File: src/design/regwin_pkg.sv
/* Shared sizes and types for the windowed register file.
   Imported by every RTL module and by the testbench. */

`default_nettype none

package regwin_pkg;

	// Data path width
	localparam int WORD_W = 32;

	// Logical view seen by one window
	localparam int NUM_LOGICAL_REGS = 32;
	localparam int REG_ADDR_W = $clog2(NUM_LOGICAL_REGS);

	// Window organisation
	localparam int NUM_WINDOWS = 4;
	localparam int WINDOW_W = $clog2(NUM_WINDOWS);
	localparam int NUM_GLOBALS = 8;

	// Consecutive windows are shifted by this many physical registers,
	// so the outs of one window land on the ins of the next lower one
	localparam int WINDOW_STRIDE = 16;

	// Registers above the globals that rotate with the window
	localparam int WINDOWED_REGS = NUM_WINDOWS * WINDOW_STRIDE;

	// Wrap counter width for the windowed region, 64 entries
	localparam int SLOT_W = $clog2(WINDOWED_REGS);

	// 8 globals plus 64 windowed registers
	localparam int NUM_PHYS_REGS = NUM_GLOBALS + WINDOWED_REGS;
	localparam int PHYS_IDX_W = $clog2(NUM_PHYS_REGS);

	typedef logic [WORD_W-1:0]        word_t;
	typedef logic [REG_ADDR_W-1:0]    reg_addr_t;
	typedef logic [WINDOW_W-1:0]      window_t;
	typedef logic [PHYS_IDX_W-1:0]    phys_idx_t;

	// One bit per physical register
	typedef logic [NUM_PHYS_REGS-1:0] phys_mask_t;

	// Write port request, sampled on every rising clock edge
	typedef struct packed {
		reg_addr_t addr;
		word_t     data;
		logic      en;
		logic      clr;
	} wr_req_t;

endpackage

`default_nettype wire
File: src/design/write_decode.sv
/* Decodes a write request into one-hot load and clear masks over the
   physical registers, using the current window to locate the target. */

`default_nettype none

module write_decode
	import regwin_pkg::*;
(
	input  window_t    current_window,
	input  wr_req_t    wr,
	output phys_mask_t load_mask,
	output phys_mask_t clear_mask
);

	phys_idx_t wr_phys;

	// Same mapping as the read side, so a write and a later read of the
	// same logical name in the same window always meet
	window_addr_map wr_map (
		.window   (current_window),
		.reg_addr (wr.addr),
		.phys     (wr_phys)
	);

	// At most one bit set across both masks
	// Clear beats enable when both strobes are high
	always_comb begin
		load_mask  = '0;
		clear_mask = '0;
		if (wr.clr) begin
			clear_mask[wr_phys] = 1'b1;
		end else if (wr.en) begin
			load_mask[wr_phys] = 1'b1;
		end
	end

	// A write to r0 still raises bit 0 here
	// the bank has no storage behind that bit so it goes nowhere

endmodule

`default_nettype wire

File: src/design/window_addr_map.sv
/* Maps a logical register number in the current window to a physical index.
   Shared by the write decoder and both read ports. */

`default_nettype none

module window_addr_map
	import regwin_pkg::*;
(
	input  window_t   window,
	input  reg_addr_t reg_addr,
	output phys_idx_t phys
);

	logic      is_global;
	logic      [SLOT_W-1:0] slot;
	phys_idx_t windowed_phys;

	// r0 to r7 are the same registers in every window
	assign is_global = (reg_addr < reg_addr_t'(NUM_GLOBALS));

	// Position inside the rotating region, (16*w + r - 16) mod 64
	// The modulo is free since the region size is a power of two and
	// the slot counter simply wraps
	assign slot = SLOT_W'(WINDOW_STRIDE * window)
		+ SLOT_W'(reg_addr)
		- SLOT_W'(WINDOW_STRIDE);

	// Windowed registers sit right above the globals
	assign windowed_phys = phys_idx_t'(NUM_GLOBALS) + phys_idx_t'(slot);

	// Resulting layout for reference
	//   window 0  outs 64-71  locals 8-15   ins 16-23
	//   window 1  outs 16-23  locals 24-31  ins 32-39
	//   window 2  outs 32-39  locals 40-47  ins 48-55
	//   window 3  outs 48-55  locals 56-63  ins 64-71
	assign phys = is_global ? phys_idx_t'(reg_addr) : windowed_phys;

endmodule

`default_nettype wire

File: config.mk
export PLATFORM = sky130hd
export DESIGN_NAME = write_decode
export DESIGN_NICKNAME = d
export VERILOG_FILES = /design/src/design/regwin_pkg.sv /design/src/design/write_decode.sv /design/src/design/window_addr_map.sv
export SDC_FILE = /design/constraint.sdc
export NUM_CORES = 1
export LEC_CHECK = 0
export BUFFER_PORTS_ARGS = -buffer_cell sky130_fd_sc_hd__clkbuf_2
export CAP_MARGIN = 5
export CORE_MARGIN = 10
export CORE_UTILIZATION = 27
export DETAILED_ROUTE_END_ITERATION = 8
export PLACE_DENSITY_LB_ADDON = 0.08
export SLEW_MARGIN = 25
export SYNTH_ARGS = -nofsm -noshare
export SYNTH_HDL_FRONTEND = slang
export SYNTH_HIERARCHICAL = 1
export SYNTH_SLANG_ARGS = --single-unit
File: constraint.sdc
create_clock -name vclk -period 3.3
set_input_delay 0.66 -clock vclk [all_inputs]
set_output_delay 0.66 -clock vclk [all_outputs]
set_load 0.02 [all_outputs]
==> results.md <==
* Status: complete, no violations
* Total GRT Usage at 17.57%
* Storage element area at 0 um^2
* Vias per inst at 4.990
* Final Critical Period at 3.245 ns
* Syn avg cell area at 5.344 um^2
* Post-route ant nets at 0
* Worst slew pin tran at 0.9838 ns
* Starting density of the core at between 20% and 30%
* Final Slew Violations at 0
* Max_slew headroom at 34.41%
* Area Overhead vs Synth at 102.6%
* Power per cell area at 100.9 nW/um^2
* Crit path max fanout at 5
* Row count at 23
* Initial antenna violation count at 0
* HPWL after DPL at 5.436 mm
* Hold path start: wr[1]
* Fmax at 0.3082 GHz
* Chip height at ~86 um
* Synth area leader: nor3_1
* Sequential-to-total area share from yosys stat at 0%
* Synthesis Warnings at 6
* Final Util at 58.16%
* Die Footprint at 7420 um^2
* Final non-filler cell total at 408
* Worst Hold End: load_mask[35]
* GRT Residual Overflow at 0
* Wire per inst at 17.74 um
* Drt first pass iters at 4
* Largest net degree at the start of global routing at 37
* Final Cycle Share at 98.32%
* Worst setup SP type: input pin
* Hold_buf cts at 0
* Nets at approximately 400
* Antenna cells at 0
* Fin Hold WS at ~1.9 ns
* Multi-input gate area at around 1200 um^2
* Syn nets at 264
* DRC errors left at 0
* Top cell type's share of synthesized area at 27.12%
* Worst VDD drop at 0.06045 mV
* Max_cap viols at 0
* Worst hold path type: input pin to output port
* Final setup fails at 0
* Crit path DAT at 2.58 ns
* Commonest cells in the netlist: 73 x nor2_1, 64 x nor3_1, 19 x clkbuf_1
* Fraction of layout cells with a size suffix above 1 at around 65%
* Hold path depth at 5
* Vias at 2036
* Static Leakage at 0.001091 uW
* Required @ worst endpoint at 2.64 ns
* Synth unique cells at 26
* Layout fillers at 421
* Setup TNS at 0 ns
* Setup CP Type: input pin to output port
* Die width at approximately 86 um
* # placed instances at 406
* Sequential cell count at 0
* Routability congestion estimate at approximately 0.79
* Syn Inst Count at 221
* Post-CTS Setup Bufs at 0
* Port bufs at 153
* Cell with the most instances after synthesis: nor2_1
* RSZ-0062 raised after global routing: yes
* Vias in the first global route at about 2100
* Mapped Area at approximately 1200 um^2
* First-pass GRT wire length at 11.14 mm
* Final Hold Fails at 0
* CP Capture Type: output port
* Final-layout clock buffer total at 0
* Synth area leaders: nor3_1 27%, nor2_1 23%, buf_2 6.8%
* Core ar. at 4115 um^2
* DR iter-0 viols at between 40 and 50
* Final Routed Wirelength at 7.238 mm
* # IOs at about 190
kinds of logic after synthesis:
family | share of synthesized area [%]
AO/OA/AOI/OAI | 1.695
XOR/XNOR | 0.7417
adder cells (fa/ha/maj) | 2.118
buffers and inverters | 19.49
multiplexers | 0.8475
AND/OR/NAND/NOR | 75.11
report_power, final:
part | internal (uW) | switching, uW
Sequential | 0 | 0
Combinational | 94.5 | 147
Clock | 0 | 0
worst max-delay path by stage:
| stage | startpoint | depth (start not counted) | slack [ns] | endpoint |
|---|---|---|---|---|
| final | wr[38] | 11 | 0.06 | load_mask[34] |
| after global routing | wr[38] | 11 | -0.03 | load_mask[34] |
| after CTS | wr[38] | 11 | -0.03 | load_mask[35] |
| after detailed placement | wr[38] | 11 | -0.12 | load_mask[35] |
| after global placement | wr[38] | 10 | -0.1 | load_mask[18] |
| after floorplan | wr[38] | 9 | -0.08 | load_mask[32] |
layout by cell type, fill, tap and decap left out, types with 2 or more instances in the layout:
master / n
clkbuf_2: 109
buf_6: 9
clkbuf_4: 4
buf_8: 2
buf_4: 44
nor2_2: 8
nor3_2: 30
buf_2: 7
inv_4: 2
clkbuf_8: 2
nand4bb_1: 5
nand4b_1: 4
nor3_1: 40
nor3_4: 2
ha_4: 2
nand2b_1: 2
nor2_1: 65
or4b_4: 4
final cells by class:
type	count	area share, %
Multi-Input combinational cell	176	48.88
Timing Repair Buffer	179	47.83
Tap cell	50	2.614
Inverter	3	0.6796
through the flow:
step	total power [uW]	setup slack, ns	instance area (um^2)
3_3_place_gp	185.4	-0.09659	2017
6_report	241.5	0.05542	2394
4_1_cts	213.1	-0.03069	2216
2_1_floorplan	136.8	-0.07775	1227
3_5_place_dp	187.1	-0.1193	2017
5_1_grt	260.8	-0.03212	2394
timing repair:
item / in CTS / in global routing
gates cloned: 1 / 1
resized for setup: 54 / 76
pin swaps: 5 / 4
endpoints found under the setup margin: 74 / 95
routing by layer:
layer,vias to the layer above,track usage [%],wire length [um]
met5,-,0,0
met4,0,0.7485,27
met3,2,6.149,772
met2,109,32.45,3460
met1,911,19.61,2977
li1,1014,-,-
worst max-delay path, cell delays in order:
cell and delay [ns]:
buf_8 0.08, inv_4 0.03, ha_4 0.25, inv_2 0.04
ha_4 0.14, o21bai_4 0.16, mux2i_2 0.19, or4b_4 0.56
buf_12 0.17, nor3_4 0.11, clkbuf_8 0.18
(Power assumes the default switching activity.)
